`config.mk`:
```
export PLATFORM = sky130hd
export DESIGN_NAME = decode_stage
export DESIGN_NICKNAME = d
export VERILOG_FILES = /design/src/decode_pkg.sv /design/src/instr_queue.sv /design/src/alu_decode.sv /design/src/mem_decode.sv /design/src/flow_decode.sv /design/src/system_decode.sv /design/src/decode_stage.sv
export SDC_FILE = /design/constraint.sdc
export NUM_CORES = 1
export LEC_CHECK = 0
export ABC_AREA = 1
export BUFFER_PORTS_ARGS = -buffer_cell sky130_fd_sc_hd__buf_2
export CAP_MARGIN = 40
export CORE_MARGIN = 2
export CORE_UTILIZATION = 50
export CTS_CLUSTER_DIAMETER = 50
export DETAILED_ROUTE_END_ITERATION = 7
export GPL_TIMING_DRIVEN = 0
export HOLD_SLACK_MARGIN = 0.06
export MAX_ROUTING_LAYER = met4
export PLACE_DENSITY_LB_ADDON = 0.05
export SYNTH_ARGS = -nofsm -noshare
export SYNTH_HDL_FRONTEND = slang
export SYNTH_SLANG_ARGS = --single-unit
export TNS_END_PERCENT = 1
```
`constraint.sdc`:
```
create_clock -name clk_i -period 4.7 [get_ports clk_i]
set_input_delay 0.94 -clock clk_i [delete_from_list [all_inputs] [get_ports clk_i]]
set_output_delay 0.94 -clock clk_i [all_outputs]
set_load 0.01 [all_outputs]
```
`src/decode_pkg.sv`:
```
package decode_pkg;

//////////////////////////////
// major opcodes and control enums
//////////////////////////////

typedef enum logic [6:0] {
    OPCODE_OP     = 7'b0110011,
    OPCODE_OP_IMM = 7'b0010011,
    OPCODE_LUI    = 7'b0110111,
    OPCODE_AUIPC  = 7'b0010111,
    OPCODE_LOAD   = 7'b0000011,
    OPCODE_STORE  = 7'b0100011,
    OPCODE_BRANCH = 7'b1100011,
    OPCODE_JAL    = 7'b1101111,
    OPCODE_JALR   = 7'b1100111,
    OPCODE_SYSTEM = 7'b1110011
} opcode_t;

typedef enum logic [3:0] {
    ALU_ADD, ALU_SUB, ALU_XOR, ALU_OR, ALU_AND, ALU_SLL, ALU_SRL,
    ALU_SRA, ALU_SLT, ALU_SLTU, ALU_SEQ, ALU_SNE, ALU_SGE, ALU_SGEU
} alu_op_t;

typedef enum logic [1:0] {ALU_SCR1_RS1, ALU_SCR1_PC, ALU_SCR1_ZERO, ALU_SCR1_IMM_CSR} alu_src1_t;
typedef enum logic [1:0] {ALU_SCR2_RS2, ALU_SCR2_IMM, ALU_SCR2_FOUR} alu_src2_t;
typedef enum logic [2:0] {IMM_I, IMM_S, IMM_B, IMM_U, IMM_J} imm_kind_t;
typedef enum logic [1:0] {BYTE, HALF_WORD, WORD} data_type_t;
typedef enum logic [1:0] {PC_NEXT, PC_JAL, PC_JALR, PC_BRANCH} pc_src_t;
typedef enum logic [1:0] {CSR_READ, CSR_WRITE, CSR_SET, CSR_CLEAR} csr_op_t;

typedef logic [4:0] reg_addr_t;

//////////////////////////////
// instruction word formats
//////////////////////////////

typedef struct packed {
    logic [6:0] funct7;
    reg_addr_t  rs2;
    reg_addr_t  rs1;
    logic [2:0] funct3;
    reg_addr_t  rd;
    logic [6:0] opcode;
} r_fmt_t;

typedef struct packed {
    logic [11:0] imm12;
    reg_addr_t   rs1;
    logic [2:0]  funct3;
    reg_addr_t   rd;
    logic [6:0]  opcode;
} i_fmt_t;

typedef struct packed {
    logic [6:0] imm_hi; // imm[11:5]
    reg_addr_t  rs2;
    reg_addr_t  rs1;
    logic [2:0] funct3;
    logic [4:0] imm_lo; // imm[4:0]
    logic [6:0] opcode;
} s_fmt_t;

typedef struct packed {
    logic [19:0] imm20;
    reg_addr_t   rd;
    logic [6:0]  opcode;
} u_fmt_t;

typedef union packed {
    r_fmt_t r;
    i_fmt_t i;
    s_fmt_t s;
    u_fmt_t u;
} instr_word_u;

typedef struct packed {
    alu_op_t    alu_op;
    alu_src1_t  src1;
    alu_src2_t  src2;
    imm_kind_t  imm_kind;
    logic       mem_wen;
    data_type_t mem_type;
    logic       mem_sign_ext;
    logic       reg_alu_wen;
    logic       reg_mem_wen;
    pc_src_t    pc_src;
    logic       is_branch;
    logic       csr_access;
    csr_op_t    csr_op;
    logic       is_mret;
    logic       illegal;
} decode_ctrl_t;

typedef struct packed {
    decode_ctrl_t ctrl;
    reg_addr_t    rs1;
    reg_addr_t    rs2;
    reg_addr_t    rd;
} decoded_t;

// nop-like control word with every enable low
localparam decode_ctrl_t CTRL_DEFAULT = '{
    alu_op: ALU_ADD, src1: ALU_SCR1_RS1, src2: ALU_SCR2_RS2, imm_kind: IMM_I,
    mem_wen: 1'b0, mem_type: WORD, mem_sign_ext: 1'b0, reg_alu_wen: 1'b0,
    reg_mem_wen: 1'b0, pc_src: PC_NEXT, is_branch: 1'b0, csr_access: 1'b0,
    csr_op: CSR_READ, is_mret: 1'b0, illegal: 1'b0
};

// flow control depths
localparam int IN_QUEUE_DEPTH = 2;
localparam int OUT_CREDITS    = 2;
localparam int QPTR_W         = $clog2(IN_QUEUE_DEPTH);
localparam int QCNT_W         = $clog2(IN_QUEUE_DEPTH + 1);
localparam int CREDIT_CNT_W   = $clog2(OUT_CREDITS + 1);

// machine mode csr map
localparam logic [11:0] CSR_MSTATUS   = 12'h300;
localparam logic [11:0] CSR_MISA      = 12'h301;
localparam logic [11:0] CSR_MIE       = 12'h304;
localparam logic [11:0] CSR_MTVEC     = 12'h305;
localparam logic [11:0] CSR_MSCRATCH  = 12'h340;
localparam logic [11:0] CSR_MEPC      = 12'h341;
localparam logic [11:0] CSR_MCAUSE    = 12'h342;
localparam logic [11:0] CSR_MVENDORID = 12'hF11;
localparam logic [11:0] CSR_MARCHID   = 12'hF12;
localparam logic [11:0] CSR_MIMPID    = 12'hF13;
localparam logic [11:0] CSR_MHARTID   = 12'hF14;

endpackage

```
`src/instr_queue.sv`:
```
`timescale 1ns/1ns

module instr_queue import decode_pkg::*; (
    input  logic        clk_i,
    input  logic        rst_n_i,
    input  logic        push_i,
    input  instr_word_u instr_i,
    input  logic        pop_i,
    output instr_word_u head_o,
    output logic        head_valid_o
);

instr_word_u       slots [IN_QUEUE_DEPTH];
logic [QPTR_W-1:0] wr_ptr_q;
logic [QPTR_W-1:0] rd_ptr_q;
logic [QCNT_W-1:0] count_q;

always_ff @(posedge clk_i) begin
    if (push_i)
        slots[wr_ptr_q] <= instr_i;
end

always_ff @(posedge clk_i or negedge rst_n_i) begin
    if (!rst_n_i) begin
        wr_ptr_q <= '0;
        rd_ptr_q <= '0;
        count_q  <= '0;
    end else begin
        if (push_i)
            wr_ptr_q <= wr_ptr_q + 1'b1; // wraps at depth
        if (pop_i)
            rd_ptr_q <= rd_ptr_q + 1'b1;
        case ({push_i, pop_i})
            2'b10:   count_q <= count_q + 1'b1;
            2'b01:   count_q <= count_q - 1'b1;
            default: count_q <= count_q; // none, or both at once
        endcase
    end
end

assign head_o       = slots[rd_ptr_q];
assign head_valid_o = (count_q != '0);

endmodule

```
`src/alu_decode.sv`:
```
`timescale 1ns/1ns

module alu_decode import decode_pkg::*; (
    input  instr_word_u  instr_i,
    output decode_ctrl_t ctrl_o
);

// opcode bit 2 picks the U-type pair, bit 5 splits each pair
always_comb begin
    ctrl_o             = CTRL_DEFAULT;
    ctrl_o.reg_alu_wen = 1'b1;

    if (instr_i.u.opcode[2]) begin
        // lui adds to zero, auipc adds to pc
        ctrl_o.src1     = instr_i.u.opcode[5] ? ALU_SCR1_ZERO : ALU_SCR1_PC;
        ctrl_o.src2     = ALU_SCR2_IMM;
        ctrl_o.imm_kind = IMM_U;
    end else if (instr_i.r.opcode[5]) begin // register-register
        if (!(instr_i.r.funct7 inside {7'h00, 7'h20}))
            ctrl_o.illegal = 1'b1;

        if (!instr_i.r.funct7[5]) begin
            case (instr_i.r.funct3)
                3'b000: ctrl_o.alu_op = ALU_ADD;
                3'b001: ctrl_o.alu_op = ALU_SLL;
                3'b010: ctrl_o.alu_op = ALU_SLT;
                3'b011: ctrl_o.alu_op = ALU_SLTU;
                3'b100: ctrl_o.alu_op = ALU_XOR;
                3'b101: ctrl_o.alu_op = ALU_SRL;
                3'b110: ctrl_o.alu_op = ALU_OR;
                default: ctrl_o.alu_op = ALU_AND;
            endcase
        end else begin
            case (instr_i.r.funct3)
                3'b000:  ctrl_o.alu_op = ALU_SUB;
                3'b101:  ctrl_o.alu_op = ALU_SRA;
                default: ctrl_o.illegal = 1'b1; // no alternate form
            endcase
        end
    end else begin // register-immediate
        ctrl_o.src2 = ALU_SCR2_IMM;
        case (instr_i.i.funct3)
            3'b000: ctrl_o.alu_op = ALU_ADD;
            3'b010: ctrl_o.alu_op = ALU_SLT;
            3'b011: ctrl_o.alu_op = ALU_SLTU;
            3'b100: ctrl_o.alu_op = ALU_XOR;
            3'b110: ctrl_o.alu_op = ALU_OR;
            3'b111: ctrl_o.alu_op = ALU_AND;
            3'b001: begin
                ctrl_o.alu_op  = ALU_SLL;
                ctrl_o.illegal = (instr_i.i.imm12[11:5] != 7'h00);
            end
            default: begin // srli / srai share funct3
                ctrl_o.alu_op  = instr_i.i.imm12[10] ? ALU_SRA : ALU_SRL;
                ctrl_o.illegal = !(instr_i.i.imm12[11:5] inside {7'h00, 7'h20});
            end
        endcase
    end
end

endmodule

```
`src/mem_decode.sv`:
```
`timescale 1ns/1ns

module mem_decode import decode_pkg::*; (
    input  instr_word_u  instr_i,
    output decode_ctrl_t ctrl_o
);

// address is always rs1 + imm
always_comb begin
    ctrl_o        = CTRL_DEFAULT;
    ctrl_o.alu_op = ALU_ADD;
    ctrl_o.src2   = ALU_SCR2_IMM;

    if (instr_i.s.opcode[5]) begin // store
        ctrl_o.imm_kind = IMM_S;
        ctrl_o.mem_wen  = 1'b1;
        case (instr_i.s.funct3)
            3'b000:  ctrl_o.mem_type = BYTE;
            3'b001:  ctrl_o.mem_type = HALF_WORD;
            3'b010:  ctrl_o.mem_type = WORD;
            default: ctrl_o.illegal  = 1'b1;
        endcase
    end else begin // load
        ctrl_o.imm_kind     = IMM_I;
        ctrl_o.reg_mem_wen  = 1'b1;
        ctrl_o.mem_sign_ext = !instr_i.i.funct3[2]; // lbu/lhu zero extend
        case (instr_i.i.funct3)
            3'b000, 3'b100: ctrl_o.mem_type = BYTE;
            3'b001, 3'b101: ctrl_o.mem_type = HALF_WORD;
            3'b010:         ctrl_o.mem_type = WORD;
            default:        ctrl_o.illegal  = 1'b1;
        endcase
    end
end

endmodule

```
`src/flow_decode.sv`:
```
`timescale 1ns/1ns

module flow_decode import decode_pkg::*; (
    input  instr_word_u  instr_i,
    output decode_ctrl_t ctrl_o
);

// targets come from a separate adder, the alu only compares or links
always_comb begin
    ctrl_o = CTRL_DEFAULT;

    if (!instr_i.i.opcode[2]) begin // branch
        ctrl_o.imm_kind  = IMM_B;
        ctrl_o.pc_src    = PC_BRANCH;
        ctrl_o.is_branch = 1'b1;
        case (instr_i.i.funct3)
            3'b000:  ctrl_o.alu_op  = ALU_SEQ;
            3'b001:  ctrl_o.alu_op  = ALU_SNE;
            3'b100:  ctrl_o.alu_op  = ALU_SLT;
            3'b101:  ctrl_o.alu_op  = ALU_SGE;
            3'b110:  ctrl_o.alu_op  = ALU_SLTU;
            3'b111:  ctrl_o.alu_op  = ALU_SGEU;
            default: ctrl_o.illegal = 1'b1;
        endcase
    end else begin
        // link value pc + 4
        ctrl_o.src1        = ALU_SCR1_PC;
        ctrl_o.src2        = ALU_SCR2_FOUR;
        ctrl_o.reg_alu_wen = 1'b1;
        if (instr_i.i.opcode[3]) begin // jal
            ctrl_o.imm_kind = IMM_J;
            ctrl_o.pc_src   = PC_JAL;
        end else begin // jalr
            ctrl_o.imm_kind = IMM_I;
            ctrl_o.pc_src   = PC_JALR;
            ctrl_o.illegal  = (instr_i.i.funct3 != 3'b000);
        end
    end
end

endmodule

```
`src/system_decode.sv`:
```
`timescale 1ns/1ns

module system_decode import decode_pkg::*; (
    input  instr_word_u  instr_i,
    output decode_ctrl_t ctrl_o
);

logic rs1_zero;

assign rs1_zero = (instr_i.i.rs1 == '0); // set/clear with x0 only reads

always_comb begin
    ctrl_o = CTRL_DEFAULT;

    if (instr_i.i.funct3 == 3'b000) begin
        // only mret is supported here
        if (instr_i.i.imm12 == 12'h302 && {instr_i.i.rs1, instr_i.i.rd} == '0)
            ctrl_o.is_mret = 1'b1;
        else
            ctrl_o.illegal = 1'b1;
    end else begin
        ctrl_o.csr_access  = 1'b1;
        ctrl_o.reg_alu_wen = 1'b1;
        ctrl_o.src2        = ALU_SCR2_IMM;
        if (instr_i.i.funct3[2])
            ctrl_o.src1 = ALU_SCR1_IMM_CSR; // zimm in rs1 field

        case (instr_i.i.funct3[1:0])
            2'b01:   ctrl_o.csr_op  = CSR_WRITE;
            2'b10:   ctrl_o.csr_op  = rs1_zero ? CSR_READ : CSR_SET;
            2'b11:   ctrl_o.csr_op  = rs1_zero ? CSR_READ : CSR_CLEAR;
            default: ctrl_o.illegal = 1'b1; // funct3 = 100
        endcase

        //////////////////////////////
        // csr address legality
        //////////////////////////////
        case (instr_i.i.imm12)
            CSR_MSTATUS, CSR_MISA, CSR_MIE, CSR_MTVEC,
            CSR_MSCRATCH, CSR_MEPC, CSR_MCAUSE: ;

            CSR_MVENDORID, CSR_MARCHID, CSR_MIMPID, CSR_MHARTID: begin
                if (ctrl_o.csr_op != CSR_READ)
                    ctrl_o.illegal = 1'b1; // read-only ids
            end

            default: ctrl_o.illegal = 1'b1;
        endcase
    end
end

endmodule

```
`src/decode_stage.sv`:
```
`timescale 1ns/1ns

module decode_stage import decode_pkg::*; (
    input  logic        clk_i,
    input  logic        rst_n_i,
    input  logic        instr_valid_i,
    input  logic [31:0] instr_i,
    output logic        credit_o,
    input  logic        credit_i,
    output logic        out_valid_o,
    output decoded_t    decoded_o
);

instr_word_u             head;
logic                    head_valid;
logic                    pop;
logic [CREDIT_CNT_W-1:0] out_credits_q;
decode_ctrl_t            alu_ctrl, mem_ctrl, flow_ctrl, sys_ctrl;
decode_ctrl_t            ctrl;
decoded_t                decoded;

instr_queue instr_queue_i (
    .clk_i        (clk_i),
    .rst_n_i      (rst_n_i),
    .push_i       (instr_valid_i),
    .instr_i      (instr_i),
    .pop_i        (pop),
    .head_o       (head),
    .head_valid_o (head_valid)
);

alu_decode    alu_decode_i    (.instr_i(head), .ctrl_o(alu_ctrl));
mem_decode    mem_decode_i    (.instr_i(head), .ctrl_o(mem_ctrl));
flow_decode   flow_decode_i   (.instr_i(head), .ctrl_o(flow_ctrl));
system_decode system_decode_i (.instr_i(head), .ctrl_o(sys_ctrl));

//////////////////////////////
// opcode dispatch
//////////////////////////////
always_comb begin
    ctrl = CTRL_DEFAULT;
    case (head.u.opcode)
        OPCODE_OP, OPCODE_OP_IMM, OPCODE_LUI, OPCODE_AUIPC: ctrl = alu_ctrl;
        OPCODE_LOAD, OPCODE_STORE:                          ctrl = mem_ctrl;
        OPCODE_BRANCH, OPCODE_JAL, OPCODE_JALR:             ctrl = flow_ctrl;
        OPCODE_SYSTEM:                                      ctrl = sys_ctrl;
        default:                                            ctrl.illegal = 1'b1;
    endcase
end

assign decoded = '{ctrl: ctrl, rs1: head.r.rs1, rs2: head.r.rs2, rd: head.u.rd};

assign pop = head_valid && (out_credits_q != '0); // needs a slot downstream

//////////////////////////////
// output register and credits
//////////////////////////////
always_ff @(posedge clk_i) begin
    if (pop)
        decoded_o <= decoded;
end

always_ff @(posedge clk_i or negedge rst_n_i) begin
    if (!rst_n_i) begin
        out_valid_o   <= 1'b0;
        credit_o      <= 1'b0;
        out_credits_q <= CREDIT_CNT_W'(OUT_CREDITS);
    end else begin
        out_valid_o <= pop;
        credit_o    <= pop; // freed queue slot goes back to fetch
        case ({pop, credit_i})
            2'b10:   out_credits_q <= out_credits_q - 1'b1;
            2'b01:   out_credits_q <= out_credits_q + 1'b1;
            default: out_credits_q <= out_credits_q;
        endcase
    end
end

endmodule

```
# [Word level (Yosys, flattened, before mapping)]
# Memory sizes are Yosys's and may differ from the RTL's.
# Index checks and enable logic that the tools add are counted.
# W data, S select, Z words.
[totals] regBits=47 mem_bits_rw=64 in_bits=36 out_inout_bits=42 wordCells=157 memories=1
[memory_table] memory="instr_queue_i.slots" depth=2 width=32 rd=1 rd_clocked_by_memory_dff=0 write_ports=1 line_no="instr_queue.sv:13" rtl="instr_word_u slots [IN_QUEUE_DEPTH];"
[classes] addsub=6 eq_ne=37 muxes=61 n_reduce_logical=29
[ops] op="$eq A12 B10 Y1 const B" count=8
[ops] op="$pmux W24 S4" count=1
[ops] op="$pmux W4 S7" count=2
[ops] op="$eq A12 B12 Y1 const B" count=4
[ops] op="$eq A7 B6 Y1 const B" count=4
[ops] op="$eq A7 B7 Y1 const B" count=4
[ops] op="$mux W1" count=28
[ops] op="$pmux W4 S6" count=1
[ops] op="$mux W2" count=11
[ops] op="$mux W4" count=5
[ops] op="$pmux W2 S2" count=4
[ops] op="$eq A7 B5 Y1 const B" count=2
[ops] op="$eq A3 B3 Y1 const B" count=4
[ops] op="$mux W3" count=4
[ops] op="$reduce_bool A2 Y1" count=6
[ops] op="$reduce_or A6 Y1" count=2
[ops] op="$logic_not A10 Y1" count=1
[ops] op="$reduce_or A3 Y1" count=3
[ops] op="$eq A2 B2 Y1 const B" count=4
[ops] op="$reduce_or A2 Y1" count=4
[ops] op="$reduce_or A4 Y1" count=2
[ops] op="$eq A7 B2 Y1 const B" count=1
[ops] op="$logic_not A7 Y1" count=1
[ops] op="$reduce_bool A7 Y1" count=1
[ops] op="other kinds (17)" count=26

# [Depth between registers and ports, before layout]
# An unclocked memory read counts as a cell.
[depth] word_depth=10 mapped_depth=14

# [Modules after synthesis]
# A second synthesis with hierarchy kept.
[hier_totals] hier_cells=623 hier_area_um2=6100.9
[modules_own_cells] mod="instr_queue" n_inst=1 cells_per_inst=190 area_per_inst_um2=2697.6
[modules_own_cells] mod="decode_stage" n_inst=1 cells_per_inst=221 area_per_inst_um2=2252.2
[modules_own_cells] mod="system_decode" n_inst=1 cells_per_inst=82 area_per_inst_um2=425.4
[modules_own_cells] mod="alu_decode" n_inst=1 cells_per_inst=62 area_per_inst_um2=319.1
[modules_own_cells] mod="flow_decode" n_inst=1 cells_per_inst=37 area_per_inst_um2=214.0
[modules_own_cells] mod="mem_decode" n_inst=1 cells_per_inst=31 area_per_inst_um2=192.7

# [Worst setup path before layout]
# No wires, ideal clock.
[synth_path] path_type="in2reg" startpoint="input instr_valid_i" endpoint="memory instr_queue_i.slots[0][0] in the netlist's numbering (enable)" arrival_time_ps=2345 required_time_ps=4278 setup_slack_ps=1933 path_stages=2 path_buffers=0 cell_sequence="inv_1 > nor2_1"
[synth_via] elab_chain_cells=2
[synth_lines] element="start, declared" line_no="decode_stage.sv:6" rtl="input logic instr_valid_i,"
[synth_lines] element="$mux W1" line_no="instr_queue.sv:19" rtl="if (push_i)"
[synth_lines] element="$mux W1 (not written as such)" line_no="instr_queue.sv:20" rtl="slots[wr_ptr_q] <= instr_i;"
[synth_lines] element="end, declared" line_no="instr_queue.sv:13"
# No other way between the ends.

# [Worst setup path in the final report]
[layout_path] startpoint="register instr_queue_i.count_q[0]" endpoint="register instr_queue_i.count_q[1]"
[layout_via] elab_chain_cells=4 word_cells_on_any_way=8 classes_between="add/sub (2); eq/ne (2); mux (1); reduce/logical (3)"
[layout_lines] element="start, declared" line_no="instr_queue.sv:16" rtl="logic [QCNT_W-1:0] count_q;"
[layout_lines] element="start signal, assigned" line_no="instr_queue.sv:34" rtl="2'b10: count_q <= count_q + 1'b1;"
[layout_lines] element="start signal, assigned" line_no="instr_queue.sv:35" rtl="2'b01: count_q <= count_q - 1'b1;"
[layout_lines] element="start signal, assigned" line_no="instr_queue.sv:36" rtl="default: count_q <= count_q;"
[layout_lines] element="$reduce_bool A2 Y1 *" line_no="instr_queue.sv:42" rtl="assign head_valid_o = (count_q != '0);"
[layout_lines] element="$logic_and A1 B1 Y1 *" line_no="decode_stage.sv:53" rtl="assign pop = head_valid && (out_credits_q != '0);"
[layout_lines] element="net instr_queue_i.pop_i" line_no="instr_queue.sv:8" rtl="input logic pop_i,"
[layout_lines] element="$eq A2 B1 Y1 or $eq A2 B2 Y1 (tied branches)" line_no="instr_queue.sv:33" rtl="case ({push_i, pop_i})"
[layout_lines] element="$pmux W2 S2 or $reduce_bool A2 Y1 (tied branches)"
# The timed path passes the listed nets; every way through them passes the cells marked *.
# A chain may end at the register's enable or synchronous reset.

==> impl_metrics.yaml <==
timing:
  final_cycle_utilization_of_the_critical_path_pct: 43.9
  worst_slew_margin_rel_pct: 66.7
  totalNegativeSetupSlack_ps: 0
  setup-violations-final: 0
  finalHoldWorstSlack_ps: 371
  worst_pin_slew_ps: 500
  timing_max_transition_violations_final: 0
  unrepaired_setup_endpoints_after_global_routing: "no"
  hold_viol_final: 0
  fmax_ghz: 0.484
  final_period_minus_worst_setup_slack_ps: 2070
  finClkSkew_ps: 7.69
layout:
  layout-drive-gt1-share_pct: 25.9
  filler_cell_count: 828
  layout_commonest_cell: "sky130_fd_sc_hd__nand2_1"
  diode_count: 0
  fin_area_um2: 5790
  final_util_pct: 59.5
  most-common-layout-cells: "160 x sky130_fd_sc_hd__nand2_1, 104 x sky130_fd_sc_hd__edfxtp_1, 78 x sky130_fd_sc_hd__buf_2"
  area_growth_syn_to_layout_pct: 16.1
  layout.nets: 597
logic_synthesis:
  cells_taking_the_most_area_after_synthesis: "sky130_fd_sc_hd__edfxtp_1 63%, sky130_fd_sc_hd__nand2_1 12%, sky130_fd_sc_hd__inv_1 4.4%"
  postSynthRegisterBits: 111
  synthesis.area_per_instance_um2: 10.7
  synth.yosys.seq_area_share_pct: 66.2
  synth-warning-count: 0
  synth_fp_nets: 505
  synthesis.area_um2: 4980
  post-synth-top-area-fraction_pct: 62.7
  synth_cell_type_count: 39
  post_synth_inst_count: 467
  yosys.area.top_type: "sky130_fd_sc_hd__edfxtp_1"
grt:
  first_global_vias: 3275
  antenna_found_initial: 0
  use_met1_pct: 25.2
  use_met2_pct: 29.5
  grt_start_max_net_pins: 29
  global_route.usage.total_pct: 19.0
  grt-busiest-layer: "met2"
  global_route_wire_length_before_repair_um: 15600
  groute.layer.met3.usage_pct: 3.02
  grt-ovfl-total: 0
clock_network:
  clockRootBuffer: "sky130_fd_sc_hd__clkbuf_8"
  clockBufferDepth: 2
  htreeDepth: 3
  clkSlewWorstSetupHoldPaths_ps: 100
  cts_tree: "built"
  numCtsBuffers: 9
  cts_hold_buf: 0
  cts_sinks: 111
  post_cts.repair.setup_buffers: 0
  post_cts_resized: 0
  worst_skew_pair.late_latency_ps: 380
floorplan:
  floorplan.die.height_um: 104
  ios: 78
  die_area_um2: 10800
  starting_utilization_of_the_core_area_pct: 51.2
  core_area_um2: 9730
  die-width_um: 104
  placement_rows: 36
drt:
  dr_vias_cell: 4.81
  total_wire_length_after_detailed_routing_um: 9600
  iter_0_drt_violations: 129
  avgRoutedWirePerCell_um: 13.8
  postRouteAntennaNets: 0
  detailedRoute.firstPassIterationCount: 4
  vias: 3354
  drc: 0
power_and_ir_drop:
  fin_total_pwr_mw: 3.64
  cellPowerDensity_nw_per_um2: 629
  max-vdd-ir-drop_uv: 525
  cellLeakagePower_nw: 2.58
critical_path:
  cp_data_arrival_time_ps: 2340
  timing_worst_setup_path_type: "reg2reg"
  worst_setup_path_end_kind: "flop"
  required_ps: 4970
  timing.critical_path.from_type: "flop"
  crit_path_max_fanout: 28
flow_run:
  maximum_capacitance_violations: 0
status:
  outcome: "finished clean"
place:
  place_area_um2: 5620
  finalWeightedCongestion: 0.861
  dp_hpwl_um: 6890
  numPortBuffers: 77
hold_path:
  hp-class: "in2async"
[routing by layer]
| layer | vias to the layer above | part of all wire, % |
|---|---|---|
| met4 | 0 | 1.4 |
| met2 | 83 | 47 |
| li1 | 1706 | - |
| met5 | - | 0 |
| met3 | 12 | 5.3 |
| met1 | 1553 | 46 |
[state kept, by name, indices dropped and copies added, names as in the netlist]
| name | count |
|---|---|
| instr_queue_i.slots | 64 |
| decoded_o | 40 |
| instr_queue_i.count_q | 2 |
| out_credits_q | 2 |
| instr_queue_i.rd_ptr_q | 1 |
| instr_queue_i.wr_ptr_q | 1 |
| out_valid_o | 1 |
[path summary, 6_finish.rpt]
check	slack, ps	startpoint	endpoint	cells after the start
max	2630	instr_queue_i.count_q[0]	instr_queue_i.count_q[1]	7
min	370	rst_n_i	out_credits_q[0]	1
max reg2reg	2630	instr_queue_i.count_q[0]	instr_queue_i.count_q[1]	7
min reg2reg	490	instr_queue_i.count_q[1]	instr_queue_i.count_q[1]	1
max in group asynchronous	4100	rst_n_i	out_credits_q[1]	1
min in group clk_i	490	instr_queue_i.count_q[1]	instr_queue_i.count_q[1]	1
[logic make-up (layout without fill, tap and decap cells)]
logic type	count (synthesis)	in the layout	synth area share (%)
adders and majority gates	2	2	0.502
AOI/OAI and AO/OA	27	27	3.29
xor gates and xnor gates	6	6	1.05
buffers and inverters	74	171	7.00
and+or+nand+nor	247	247	21.9
DFF	111	111	66.2
[synth_stat cells]
cell type,instances
sky130_fd_sc_hd__nand2_1,160
sky130_fd_sc_hd__edfxtp_1,104
sky130_fd_sc_hd__inv_1,58
sky130_fd_sc_hd__nor2_1,25
sky130_fd_sc_hd__nand3_1,23
sky130_fd_sc_hd__o21ai_0,13
sky130_fd_sc_hd__nand2_2,10
sky130_fd_sc_hd__nor2_2,9
sky130_fd_sc_hd__dfrtp_1,6
sky130_fd_sc_hd__buf_6,5
sky130_fd_sc_hd__inv_2,5
sky130_fd_sc_hd__a21oi_1,4
sky130_fd_sc_hd__nand4_1,4
sky130_fd_sc_hd__nor3_1,4
sky130_fd_sc_hd__xnor2_1,4
sky130_fd_sc_hd__buf_4,3
sky130_fd_sc_hd__nand2_4,3
sky130_fd_sc_hd__ha_1,2
sky130_fd_sc_hd__nand3_2,2
sky130_fd_sc_hd__o21ai_1,2
sky130_fd_sc_hd__o21ai_2,2
sky130_fd_sc_hd__xor2_1,2
sky130_fd_sc_hd__a21o_1,1
sky130_fd_sc_hd__a21oi_2,1
sky130_fd_sc_hd__a22o_1,1
sky130_fd_sc_hd__and2_4,1
sky130_fd_sc_hd__buf_12,1
sky130_fd_sc_hd__buf_2,1
sky130_fd_sc_hd__dfstp_2,1
sky130_fd_sc_hd__inv_6,1
sky130_fd_sc_hd__nand3_4,1
sky130_fd_sc_hd__nor2_4,1
sky130_fd_sc_hd__nor3b_1,1
sky130_fd_sc_hd__nor4_1,1
sky130_fd_sc_hd__o211ai_1,1
sky130_fd_sc_hd__o22ai_1,1
sky130_fd_sc_hd__o31ai_2,1
sky130_fd_sc_hd__or2_2,1
sky130_fd_sc_hd__or2_4,1
[metrics by stage]
stage / worst slack (ps) / instances
after CTS: 2600 / 697
after global placement: 925 / 677
after detailed placement: 2510 / 681
after floorplan: 1930 / 467
after global routing: 2480 / 697
final: 2630 / 697
[report_power, final]
group          total, mW  switching (mW)  internal, mW
clock network      0.521           0.323         0.198
logic               1.53            1.02         0.517
registers           1.59          0.0903          1.50
[critical path: stages, from the launching register on]
cell                      delay [ps]
sky130_fd_sc_hd__dfrtp_1         420
sky130_fd_sc_hd__o22ai_1         350
sky130_fd_sc_hd__inv_2           270
sky130_fd_sc_hd__buf_12          240
sky130_fd_sc_hd__ha_1            310
sky130_fd_sc_hd__a21oi_1         110
sky130_fd_sc_hd__o21ai_0         110
sky130_fd_sc_hd__xnor2_1         130
[final cells by class]
| cell class | instances | area [um^2] | area share (%) |
|---|---|---|---|
| flip-flops and latches | 111 | 3300 | 57.0 |
| well taps | 133 | 166 | 2.88 |
| inverters | 64 | 245 | 4.24 |
| plain buffers | 10 | 104 | 1.79 |
| multi-input cells | 282 | 1340 | 23.2 |
| clock inverters | 4 | 32.5 | 0.562 |
| repair buffers | 81 | 463 | 8.00 |
| clock buffers | 12 | 135 | 2.33 |
Note: power is estimated with default switching activity, not from simulation.
